==> src/hdl/avr_core_consts.svh <==
`ifndef AVR_CORE_CONSTS_SVH
`define AVR_CORE_CONSTS_SVH

// Datapath widths
`define DATA_WIDTH      8
`define INSTR_WIDTH     16
`define PC_WIDTH        10   // 1K words of program ROM
`define ADDR_WIDTH      16   // 64KB data space
`define REG_ADDR_WIDTH  5    // 32 registers

// Data memory window reachable over the bus
`define MEM_START_ADDR  16'h0040
`define MEM_STOP_ADDR   16'h00BF

// Z pointer pair, r31:r30
`define REG_ZL          30
`define REG_ZH          31

`endif

==> src/hdl/avr_core_pkg.sv <==
`include "avr_core_consts.svh"

package avr_core_pkg;

    // One stage per cycle, five cycles per instruction
    typedef enum logic [2:0] {
        STAGE_IF  = 3'd0,
        STAGE_ID  = 3'd1,
        STAGE_EX  = 3'd2,
        STAGE_MEM = 3'd3,
        STAGE_WB  = 3'd4
    } stage_t;

    typedef enum logic [2:0] {
        ALU_NONE = 3'd0,
        ALU_ADD  = 3'd1,
        ALU_ADC  = 3'd2,
        ALU_SUB  = 3'd3,
        ALU_AND  = 3'd4,
        ALU_EOR  = 3'd5,
        ALU_OR   = 3'd6,
        ALU_NEG  = 3'd7
    } alu_op_t;

    typedef enum logic [2:0] {
        KIND_NOP = 3'd0,
        KIND_ALU = 3'd1,
        KIND_LDI = 3'd2,
        KIND_MOV = 3'd3,
        KIND_LD  = 3'd4,
        KIND_ST  = 3'd5
    } instr_kind_t;

    // Subset of SREG, no H and S
    typedef struct packed {
        logic c;
        logic z;
        logic n;
        logic v;
    } sreg_t;

    typedef struct packed {
        instr_kind_t                kind;
        alu_op_t                    alu_op;
        logic [`REG_ADDR_WIDTH-1:0] rd;
        logic [`REG_ADDR_WIDTH-1:0] rr;
        logic [`DATA_WIDTH-1:0]     imm;
        logic                       writes_rd;
    } decoded_t;

    typedef struct packed {
        logic                   rd_en;
        logic                   wr_en;
        logic [`ADDR_WIDTH-1:0] addr;
        logic [`DATA_WIDTH-1:0] wdata;
    } mem_req_t;

endpackage

==> src/hdl/instr_decoder.sv <==
`include "avr_core_consts.svh"

module instr_decoder (
    input  logic [`INSTR_WIDTH-1:0] instruction,
    output avr_core_pkg::decoded_t  decoded
);

    always_comb begin
        // Common field layout of the two-register format
        decoded.kind      = avr_core_pkg::KIND_NOP;
        decoded.alu_op    = avr_core_pkg::ALU_NONE;
        decoded.rd        = instruction[8:4];
        decoded.rr        = {instruction[9], instruction[3:0]};
        decoded.imm       = {instruction[11:8], instruction[3:0]};
        decoded.writes_rd = 1'b0;

        casez (instruction)
            16'b0000_11??_????_????: begin // ADD
                decoded.kind      = avr_core_pkg::KIND_ALU;
                decoded.alu_op    = avr_core_pkg::ALU_ADD;
                decoded.writes_rd = 1'b1;
            end
            16'b0001_11??_????_????: begin // ADC
                decoded.kind      = avr_core_pkg::KIND_ALU;
                decoded.alu_op    = avr_core_pkg::ALU_ADC;
                decoded.writes_rd = 1'b1;
            end
            16'b0001_10??_????_????: begin // SUB
                decoded.kind      = avr_core_pkg::KIND_ALU;
                decoded.alu_op    = avr_core_pkg::ALU_SUB;
                decoded.writes_rd = 1'b1;
            end
            16'b0010_00??_????_????: begin // AND
                decoded.kind      = avr_core_pkg::KIND_ALU;
                decoded.alu_op    = avr_core_pkg::ALU_AND;
                decoded.writes_rd = 1'b1;
            end
            16'b0010_01??_????_????: begin // EOR
                decoded.kind      = avr_core_pkg::KIND_ALU;
                decoded.alu_op    = avr_core_pkg::ALU_EOR;
                decoded.writes_rd = 1'b1;
            end
            16'b0010_10??_????_????: begin // OR
                decoded.kind      = avr_core_pkg::KIND_ALU;
                decoded.alu_op    = avr_core_pkg::ALU_OR;
                decoded.writes_rd = 1'b1;
            end
            16'b0010_11??_????_????: begin // MOV
                decoded.kind      = avr_core_pkg::KIND_MOV;
                decoded.writes_rd = 1'b1;
            end
            16'b1110_????_????_????: begin
                // LDI only reaches the upper half, r16..r31
                decoded.kind      = avr_core_pkg::KIND_LDI;
                decoded.rd        = {1'b1, instruction[7:4]};
                decoded.writes_rd = 1'b1;
            end
            16'b1001_010?_????_0001: begin // NEG
                decoded.kind      = avr_core_pkg::KIND_ALU;
                decoded.alu_op    = avr_core_pkg::ALU_NEG;
                decoded.writes_rd = 1'b1;
            end
            16'b1000_000?_????_0000: begin // LD Rd, Z
                decoded.kind      = avr_core_pkg::KIND_LD;
                decoded.writes_rd = 1'b1;
            end
            16'b1000_001?_????_0000: begin
                // ST Z, Rr keeps its source in the Rd field position
                decoded.kind = avr_core_pkg::KIND_ST;
                decoded.rr   = instruction[8:4];
            end
            default: ; // Everything else runs as NOP
        endcase
    end

endmodule

==> src/hdl/control_unit.sv <==
`include "avr_core_consts.svh"

module control_unit (
    input  logic                          clk,
    input  logic                          reset,
    input  logic [`INSTR_WIDTH-1:0]       instruction,
    output logic [`PC_WIDTH-1:0]          program_counter,
    output avr_core_pkg::stage_t          stage,
    output logic [`REG_ADDR_WIDTH-1:0]    rd_addr,
    output logic [`REG_ADDR_WIDTH-1:0]    rr_addr,
    input  logic [`DATA_WIDTH-1:0]        rd_data,
    input  logic [`DATA_WIDTH-1:0]        rr_data,
    input  logic [`DATA_WIDTH-1:0]        zl_data,
    input  logic [`DATA_WIDTH-1:0]        zh_data,
    output logic                          wr_en,
    output logic [`REG_ADDR_WIDTH-1:0]    wr_addr,
    output logic [`DATA_WIDTH-1:0]        wr_data,
    output avr_core_pkg::alu_op_t         alu_op,
    output logic [`DATA_WIDTH-1:0]        alu_a,
    output logic [`DATA_WIDTH-1:0]        alu_b,
    output avr_core_pkg::sreg_t           flags_in,
    input  logic [`DATA_WIDTH-1:0]        alu_result,
    input  avr_core_pkg::sreg_t           flags_out,
    output avr_core_pkg::mem_req_t        mem_req,
    input  logic [`DATA_WIDTH-1:0]        load_data
);

    avr_core_pkg::decoded_t     dec;
    avr_core_pkg::sreg_t        sreg;
    logic [`INSTR_WIDTH-1:0]    instr_buf;
    logic [`DATA_WIDTH-1:0]     rd_buf;     // Operand buffers from ID
    logic [`DATA_WIDTH-1:0]     rr_buf;
    logic [`DATA_WIDTH-1:0]     result_buf; // ALU result from EX
    logic [`DATA_WIDTH-1:0]     load_buf;   // Load data from MEM

    instr_decoder i_decoder (
        .instruction (instr_buf),
        .decoded     (dec)
    );

    // Stage sequencer, program counter and status register
    always_ff @(posedge clk or posedge reset) begin
        if (reset) begin
            stage           <= avr_core_pkg::STAGE_IF;
            program_counter <= '0;
            sreg            <= '0;
            instr_buf       <= '0; // Decodes as NOP
        end else begin
            case (stage)
                avr_core_pkg::STAGE_IF: begin
                    instr_buf <= instruction;
                    stage     <= avr_core_pkg::STAGE_ID;
                end
                avr_core_pkg::STAGE_ID:  stage <= avr_core_pkg::STAGE_EX;
                avr_core_pkg::STAGE_EX: begin
                    if (dec.kind == avr_core_pkg::KIND_ALU)
                        sreg <= flags_out; // Flags only move on ALU ops
                    stage <= avr_core_pkg::STAGE_MEM;
                end
                avr_core_pkg::STAGE_MEM: stage <= avr_core_pkg::STAGE_WB;
                default: begin
                    program_counter <= program_counter + 1'b1;
                    stage           <= avr_core_pkg::STAGE_IF;
                end
            endcase
        end
    end

    always_ff @(posedge clk) begin
        if (stage == avr_core_pkg::STAGE_ID) begin
            rd_buf <= rd_data;
            rr_buf <= rr_data;
        end
        if (stage == avr_core_pkg::STAGE_EX)
            result_buf <= alu_result;
        if (stage == avr_core_pkg::STAGE_MEM)
            load_buf <= load_data;
    end

    assign rd_addr  = dec.rd;
    assign rr_addr  = dec.rr;

    assign alu_op   = dec.alu_op;
    assign alu_a    = rd_buf;
    assign alu_b    = rr_buf;
    assign flags_in = sreg;

    // Write-back source by instruction kind
    always_comb begin
        case (dec.kind)
            avr_core_pkg::KIND_ALU: wr_data = result_buf;
            avr_core_pkg::KIND_LDI: wr_data = dec.imm;
            avr_core_pkg::KIND_MOV: wr_data = rr_buf;
            avr_core_pkg::KIND_LD:  wr_data = load_buf;
            default:                wr_data = '0;
        endcase
    end

    assign wr_en   = (stage == avr_core_pkg::STAGE_WB) && dec.writes_rd;
    assign wr_addr = dec.rd;

    // Z stays stable from ID to MEM since writes land only in WB
    always_comb begin
        mem_req       = '0;
        mem_req.addr  = {zh_data, zl_data};
        mem_req.wdata = rr_buf;
        if (stage == avr_core_pkg::STAGE_MEM) begin
            mem_req.rd_en = (dec.kind == avr_core_pkg::KIND_LD);
            mem_req.wr_en = (dec.kind == avr_core_pkg::KIND_ST);
        end
    end

endmodule

==> src/hdl/register_file.sv <==
`include "avr_core_consts.svh"

module register_file (
    input  logic                       clk,
    input  logic                       reset,
    input  logic [`REG_ADDR_WIDTH-1:0] rd_addr,
    input  logic [`REG_ADDR_WIDTH-1:0] rr_addr,
    output logic [`DATA_WIDTH-1:0]     rd_data,
    output logic [`DATA_WIDTH-1:0]     rr_data,
    output logic [`DATA_WIDTH-1:0]     zl_data,
    output logic [`DATA_WIDTH-1:0]     zh_data,
    input  logic                       wr_en,
    input  logic [`REG_ADDR_WIDTH-1:0] wr_addr,
    input  logic [`DATA_WIDTH-1:0]     wr_data
);

    logic [`DATA_WIDTH-1:0] regs [2**`REG_ADDR_WIDTH];

    always_ff @(posedge clk or posedge reset) begin
        if (reset) begin
            for (int i = 0; i < 2**`REG_ADDR_WIDTH; i++)
                regs[i] <= '0;
        end else if (wr_en) begin
            regs[wr_addr] <= wr_data;
        end
    end

    // Asynchronous read ports
    assign rd_data = regs[rd_addr];
    assign rr_data = regs[rr_addr];

    assign zl_data = regs[`REG_ZL]; // Pointer for LD/ST Z
    assign zh_data = regs[`REG_ZH];

endmodule

==> src/hdl/alu.sv <==
`include "avr_core_consts.svh"

module alu (
    input  avr_core_pkg::alu_op_t  op,
    input  logic [`DATA_WIDTH-1:0] a,
    input  logic [`DATA_WIDTH-1:0] b,
    input  avr_core_pkg::sreg_t    flags_in,
    output logic [`DATA_WIDTH-1:0] result,
    output avr_core_pkg::sreg_t    flags_out
);

    logic [`DATA_WIDTH:0] wide; // Result with carry or borrow bit

    always_comb begin
        wide      = '0;
        flags_out = flags_in;

        case (op)
            avr_core_pkg::ALU_ADD: begin
                wide        = {1'b0, a} + {1'b0, b};
                flags_out.c = wide[`DATA_WIDTH];
                flags_out.v = (a[`DATA_WIDTH-1] == b[`DATA_WIDTH-1]) &&
                              (wide[`DATA_WIDTH-1] != a[`DATA_WIDTH-1]);
            end
            avr_core_pkg::ALU_ADC: begin
                wide        = {1'b0, a} + {1'b0, b} + {{`DATA_WIDTH{1'b0}}, flags_in.c};
                flags_out.c = wide[`DATA_WIDTH];
                flags_out.v = (a[`DATA_WIDTH-1] == b[`DATA_WIDTH-1]) &&
                              (wide[`DATA_WIDTH-1] != a[`DATA_WIDTH-1]);
            end
            avr_core_pkg::ALU_SUB: begin
                wide        = {1'b0, a} - {1'b0, b};
                flags_out.c = wide[`DATA_WIDTH]; // Borrow, a < b unsigned
                flags_out.v = (a[`DATA_WIDTH-1] != b[`DATA_WIDTH-1]) &&
                              (wide[`DATA_WIDTH-1] != a[`DATA_WIDTH-1]);
            end
            avr_core_pkg::ALU_AND: begin
                wide        = {1'b0, a & b};
                flags_out.v = 1'b0;
            end
            avr_core_pkg::ALU_EOR: begin
                wide        = {1'b0, a ^ b};
                flags_out.v = 1'b0;
            end
            avr_core_pkg::ALU_OR: begin
                wide        = {1'b0, a | b};
                flags_out.v = 1'b0;
            end
            avr_core_pkg::ALU_NEG: begin
                // Two's complement of Rd, b is not used
                wide        = {1'b0, -a};
                flags_out.c = (wide[`DATA_WIDTH-1:0] != '0);
                flags_out.v = (wide[`DATA_WIDTH-1:0] == {1'b1, {(`DATA_WIDTH-1){1'b0}}});
            end
            default: ; // ALU_NONE keeps the flags
        endcase

        if (op != avr_core_pkg::ALU_NONE) begin
            flags_out.z = (wide[`DATA_WIDTH-1:0] == '0);
            flags_out.n = wide[`DATA_WIDTH-1];
        end
    end

    assign result = wide[`DATA_WIDTH-1:0];

endmodule

==> src/hdl/data_bus_unit.sv <==
`include "avr_core_consts.svh"

module data_bus_unit (
    input  avr_core_pkg::mem_req_t  mem_req,
    output logic [`DATA_WIDTH-1:0]  load_data,
    output logic [`ADDR_WIDTH-1:0]  bus_addr,
    output logic [`DATA_WIDTH-1:0]  bus_wdata,
    input  logic [`DATA_WIDTH-1:0]  bus_rdata,
    output logic                    mem_we,
    output logic                    mem_oe
);

    logic in_window;

    // Only this address range is backed by memory
    assign in_window = (mem_req.addr >= `MEM_START_ADDR) &&
                       (mem_req.addr <= `MEM_STOP_ADDR);

    assign bus_addr  = mem_req.addr;
    assign bus_wdata = mem_req.wdata;

    assign mem_we = mem_req.wr_en && in_window; // Out-of-window stores dropped
    assign mem_oe = mem_req.rd_en && in_window;

    // Out-of-window loads read as zero
    assign load_data = mem_oe ? bus_rdata : '0;

endmodule

==> src/hdl/avr_core.sv <==
`include "avr_core_consts.svh"

module avr_core (
    input  logic                    clk,
    input  logic                    reset,
    output logic [`PC_WIDTH-1:0]    program_counter,
    input  logic [`INSTR_WIDTH-1:0] instruction,
    output logic [`ADDR_WIDTH-1:0]  bus_addr,
    output logic [`DATA_WIDTH-1:0]  bus_wdata,
    input  logic [`DATA_WIDTH-1:0]  bus_rdata,
    output logic                    mem_we,
    output logic                    mem_oe
);

    avr_core_pkg::stage_t         stage;
    logic [`REG_ADDR_WIDTH-1:0]   rd_addr;
    logic [`REG_ADDR_WIDTH-1:0]   rr_addr;
    logic [`DATA_WIDTH-1:0]       rd_data;
    logic [`DATA_WIDTH-1:0]       rr_data;
    logic [`DATA_WIDTH-1:0]       zl_data;
    logic [`DATA_WIDTH-1:0]       zh_data;
    logic                         wr_en;
    logic [`REG_ADDR_WIDTH-1:0]   wr_addr;
    logic [`DATA_WIDTH-1:0]       wr_data;
    avr_core_pkg::alu_op_t        alu_op;
    logic [`DATA_WIDTH-1:0]       alu_a;
    logic [`DATA_WIDTH-1:0]       alu_b;
    avr_core_pkg::sreg_t          flags_in;
    logic [`DATA_WIDTH-1:0]       alu_result;
    avr_core_pkg::sreg_t          flags_out;
    avr_core_pkg::mem_req_t       mem_req;
    logic [`DATA_WIDTH-1:0]       load_data;

    control_unit i_control (
        .clk             (clk),
        .reset           (reset),
        .instruction     (instruction),
        .program_counter (program_counter),
        .stage           (stage),
        .rd_addr         (rd_addr),
        .rr_addr         (rr_addr),
        .rd_data         (rd_data),
        .rr_data         (rr_data),
        .zl_data         (zl_data),
        .zh_data         (zh_data),
        .wr_en           (wr_en),
        .wr_addr         (wr_addr),
        .wr_data         (wr_data),
        .alu_op          (alu_op),
        .alu_a           (alu_a),
        .alu_b           (alu_b),
        .flags_in        (flags_in),
        .alu_result      (alu_result),
        .flags_out       (flags_out),
        .mem_req         (mem_req),
        .load_data       (load_data)
    );

    register_file i_regs (
        .clk     (clk),
        .reset   (reset),
        .rd_addr (rd_addr),
        .rr_addr (rr_addr),
        .rd_data (rd_data),
        .rr_data (rr_data),
        .zl_data (zl_data),
        .zh_data (zh_data),
        .wr_en   (wr_en),
        .wr_addr (wr_addr),
        .wr_data (wr_data)
    );

    alu i_alu (
        .op        (alu_op),
        .a         (alu_a),
        .b         (alu_b),
        .flags_in  (flags_in),
        .result    (alu_result),
        .flags_out (flags_out)
    );

    data_bus_unit i_bus (
        .mem_req   (mem_req),
        .load_data (load_data),
        .bus_addr  (bus_addr),
        .bus_wdata (bus_wdata),
        .bus_rdata (bus_rdata),
        .mem_we    (mem_we),
        .mem_oe    (mem_oe)
    );

endmodule

==> config.mk <==
export PLATFORM = sky130hd
export DESIGN_NAME = avr_core
export DESIGN_NICKNAME = d
export VERILOG_FILES = /design/src/hdl/avr_core_pkg.sv /design/src/hdl/instr_decoder.sv /design/src/hdl/control_unit.sv /design/src/hdl/register_file.sv /design/src/hdl/alu.sv /design/src/hdl/data_bus_unit.sv /design/src/hdl/avr_core.sv
export VERILOG_INCLUDE_DIRS = /design/src /design/src/hdl
export SDC_FILE = /design/constraint.sdc
export NUM_CORES = 1
export LEC_CHECK = 0
export BUFFER_PORTS_ARGS = -buffer_cell sky130_fd_sc_hd__buf_2
export CAP_MARGIN = 20
export CORE_MARGIN = 1
export CORE_UTILIZATION = 49
export CTS_CLUSTER_DIAMETER = 120
export CTS_CLUSTER_SIZE = 10
export DETAILED_ROUTE_END_ITERATION = 10
export PLACE_DENSITY = 0.65
export SLEW_MARGIN = 20
export SYNTH_ARGS = -nofsm -noshare
export SYNTH_HDL_FRONTEND = slang
export SYNTH_SLANG_ARGS = --single-unit
==> constraint.sdc <==
create_clock -name clk -period 11.25 [get_ports clk]
set_input_delay 0.5625 -clock clk [delete_from_list [all_inputs] [get_ports clk]]
set_output_delay 0.5625 -clock clk [all_outputs]
set_load 0.02 [all_outputs]
==> results by group <==
Pwr
  • Int Pwr: 1.86 mW
  • Sequential share of power: 0.483
  • Clock power frac: 0.441
  • Leak: 7.98 nW
  • Comb power frac: 0.076
  • Power density cells: 128 nW/um^2
  • Switching power total: 0.630 mW
  • Net Sw Frac: 0.253
  • VDD IR max: 0.168 mV
  • Power Total: 2.49 mW

Global route
  • Vias in the first global route: 13.9k
  • Grt total ovfl: 0
  • First-pass GRT wire length: 91700 um
  • Initial antenna violation count: 0
  • Largest net degree at the start of global routing: 89
  • Tot GR Track Use: 0.339

Detailed routing
  • Drt via density: 6.52
  • Detailed Route WL: 61300 um
  • DR DRC count: 0
  • DR vias: 14.8k
  • Wire length per cell: 26.9 um
  • DR iter-0 viols: 1815
  • Detailed Routing Iterations Pass 1: 5
  • ANT nets after route: 0

Final layout
  • P&R area growth vs syn: 9.59%
  • Fillers: 3147
  • Nets: 1862
  • Most frequent cells in the layout: nand2_1 (410), dfrtp_1 (284), o21ai_0 (244)
  • Reg area: 8130 um^2
  • Number of diodes: 0
  • Commonest non-fill, non-tap cell in the layout: nand2_1
  • Share of post-route cells with drive strength above 1: 0.140
  • Final instance area: 19400 um^2
  • Multi-input logic area: 8960 um^2

Setup path
  • CP Launch Type: flop
  • Critical path cell sequence: nor3b_1 -> a31o_4 -> buf_4 -> mux2i_1 -> mux2i_1 -> a2bb2oi_1 -> o2111ai_1 -> nor3_1
  • CP delay by family, top: simple AND/OR/NAND/NOR gates
  • CP max stage cell: nor3b_1
  • Worst Path Required: 11650 ps
  • Cell mode on critical path: mux2i_1
  • Arrival time at the worst endpoint: 4610 ps
  • Worst Path Max Fanout: 57
  • Max incr delay on CP: 980 ps
  • Worst setup EP type: flop
  • R2r startpoint: i_control.instr_buf[11]$_DFFE_PP0P_
  • Crit Path Category: reg2reg
  • Crit path buffers/inverters: 1
  • CP Launch Point: i_control.instr_buf[11]$_DFFE_PP0P_

Clocking
  • CTS tree: built
  • Clk slew on worst S/H paths: 70 ps
  • Post-CTS sizing: 0
  • H-tree lvl count: 2
  • Cts hold-fix bufs: 0
  • Clk buf depth: 3
  • Post-CTS setup buffers: 0
  • Root Buffer Master: clkbuf_16
  • Worst-Skew Late Latency: 560 ps
  • CTS Sinks: 318
  • Num CTS Buffers: 37

STA
  • Setup TNS: 0 ps
  • Tcrit/Tclk final: 0.374
  • Clk_skew: 25.4 ps
  • Setup repair after global routing missed its margin: false
  • Max-slew violations: 0
  • Worst slew margin: 0.263
  • Final Hold Fails: 0
  • Max Fclk: 238 MHz
  • Setup violators final: 0
  • Final min period: 4210 ps
  • Worst Tran Pin Value: 1110 ps

Die
  • Core Box Area: 35600 um^2
  • Die height: 192 um
  • Row count: 69
  • # IOs: 62
  • Die area: 36900 um^2
  • Initial core utilization: 0.498
  • Chip width: 192 um

Synth
  • Synth Net Count: 1887
  • EDFF count, synth: 32
  • Synth Instances: 1831
  • Ys flop type: dfrtp_1
  • Mapped Area: 17700 um^2
  • Seq/Total Area, Yosys: 0.458
  • Ys Warns: 0
  • Distinct cell type count after synthesis: 75
  • Avg Cell Area, Syn: 9.67 um^2
  • Ys async rst share: 0.899
  • Number of synthesized register bits: 318

Placed design
  • Placed cell areas: 18400 um^2
  • Final GP Congestion: 1.02
  • Port Buffers: 61
  • Post-DP HPWL: 43800 um

Outcome
  • Status: completed

Run
  • Max-cap violations: 0

Worst hold path
  • Hold crit path type: in2async
-- path summary, 6_finish.rpt --
check / end / slack [ps] / depth (start not counted)
worst max-delay path: i_control.alu_b[2]$_DFFE_PP_ / 7040 / 8
worst min-delay path: i_regs.regs[123]$_DFFE_PP0P_ / 90 / 2
worst max register to register: i_control.alu_b[2]$_DFFE_PP_ / 7040 / 8
worst min register to register: i_control.program_counter[9]$_DFFE_PP0N_ / 490 / 1
max in group asynchronous: i_regs.regs[36]$_DFFE_PP0P_ / 9350 / 4
min in group clk: i_control.instr_buf[12]$_DFFE_PP0P_ / 230 / 3
-- layer usage --
layer | vias to the layer above | routed length, um | global-route usage
met5 | - | 0 | 0
met4 | 0 | 2440 | 0.142
met3 | 131 | 5750 | 0.0650
met2 | 765 | 27500 | 0.521
met1 | 7434 | 25600 | 0.471
li1 | 6516 | - | -
-- power groups by stage --
| stage | combinational, mW | clock [mW] | sequential (mW) |
|---|---|---|---|
| after global placement | 0.184 | 0 | 1.22 |
| after global routing | 0.202 | 1.15 | 1.20 |
| final | 0.190 | 1.10 | 1.20 |
| after CTS | 0.187 | 1.11 | 1.20 |
| after floorplan | 0.129 | 0 | 1.20 |
| after detailed placement | 0.186 | 0 | 1.22 |
-- kinds of logic (layout without fill, tap and decap cells) --
logic type,after synthesis,in the layout,share of synthesized area
AOI/OAI and AO/OA,470,470,0.165
xor gates and xnor gates,33,33,0.0163
adders and majority gates,30,30,0.0220
buffers and inverters,200,185,0.0497
DFF,318,318,0.458
muxes,144,144,0.128
and+or+nand+nor,636,636,0.161
-- worst register-to-register path, stage by stage, from the launching register on --
cell and delay (ps):
dfrtp_1 690, nor3b_1 990, a31o_4 500, buf_4 690
mux2i_1 290, mux2i_1 260, a2bb2oi_1 300, o2111ai_1 160
nor3_1 180
-- synthesized netlist by cell type (8+ instances only) --
| library cell | count | area [um^2] |
|---|---|---|
| nand2_1 | 410 | 1540 |
| dfrtp_1 | 286 | 7160 |
| o21ai_0 | 244 | 1220 |
| clkbuf_1 | 86 | 323 |
| mux4_2 | 64 | 1440 |
| nor2_1 | 64 | 240 |
| mux2i_1 | 60 | 601 |
| nand3_1 | 45 | 225 |
| a21oi_1 | 44 | 220 |
| inv_1 | 44 | 165 |
| buf_2 | 37 | 185 |
| a22oi_1 | 34 | 255 |
| edfxtp_1 | 32 | 961 |
| ha_1 | 28 | 350 |
| xnor2_1 | 25 | 219 |
| and2_1 | 21 | 131 |
| a31oi_1 | 20 | 125 |
| mux2_2 | 20 | 225 |
| a211oi_1 | 18 | 135 |
| buf_4 | 18 | 135 |
| nand4_1 | 17 | 106 |
| nor3_1 | 17 | 85.1 |
| o2111ai_1 | 13 | 114 |
| buf_1 | 12 | 45.0 |
| a221oi_1 | 10 | 87.6 |
| a32oi_1 | 10 | 87.6 |
| nor2b_1 | 9 | 56.3 |
| nor4_1 | 9 | 56.3 |
| a22o_1 | 8 | 70.1 |
| xor2_1 | 8 | 70.1 |
-- sequential cells by signal, indices dropped and copies added (netlist names) --
name / count
i_control.flags_in: 1
i_control.stage: 3
i_control.program_counter: 10
i_regs.zl_data: 8
i_control.instr_buf: 16
i_control.result_buf: 8
i_regs.zh_data: 8
i_control.alu_a: 8
i_control.load_buf: 8
i_control.alu_b: 8
i_regs.regs: 240
-- stage by stage --
step	setup WS [ps]	hold WS [ps]	utilization	std cells
finish	7040	94.8	0.546	2277
floorplan	2800	458	-	1831
detailed placement	7130	480	0.516	2228
CTS	7110	120	0.545	2277
global route	6790	162	0.546	2277
global placement	7170	457	0.516	2228
-- cell type report --
cell class / instances / area share
clock inverter: 1 / 0.000451
clock buffer: 48 / 0.0525
multi-input combinational: 1313 / 0.462
sequential: 318 / 0.419
tap: 461 / 0.0297
inverter: 44 / 0.00890
timing repair buffer: 92 / 0.0279
Power figures use the tool's default switching activity.
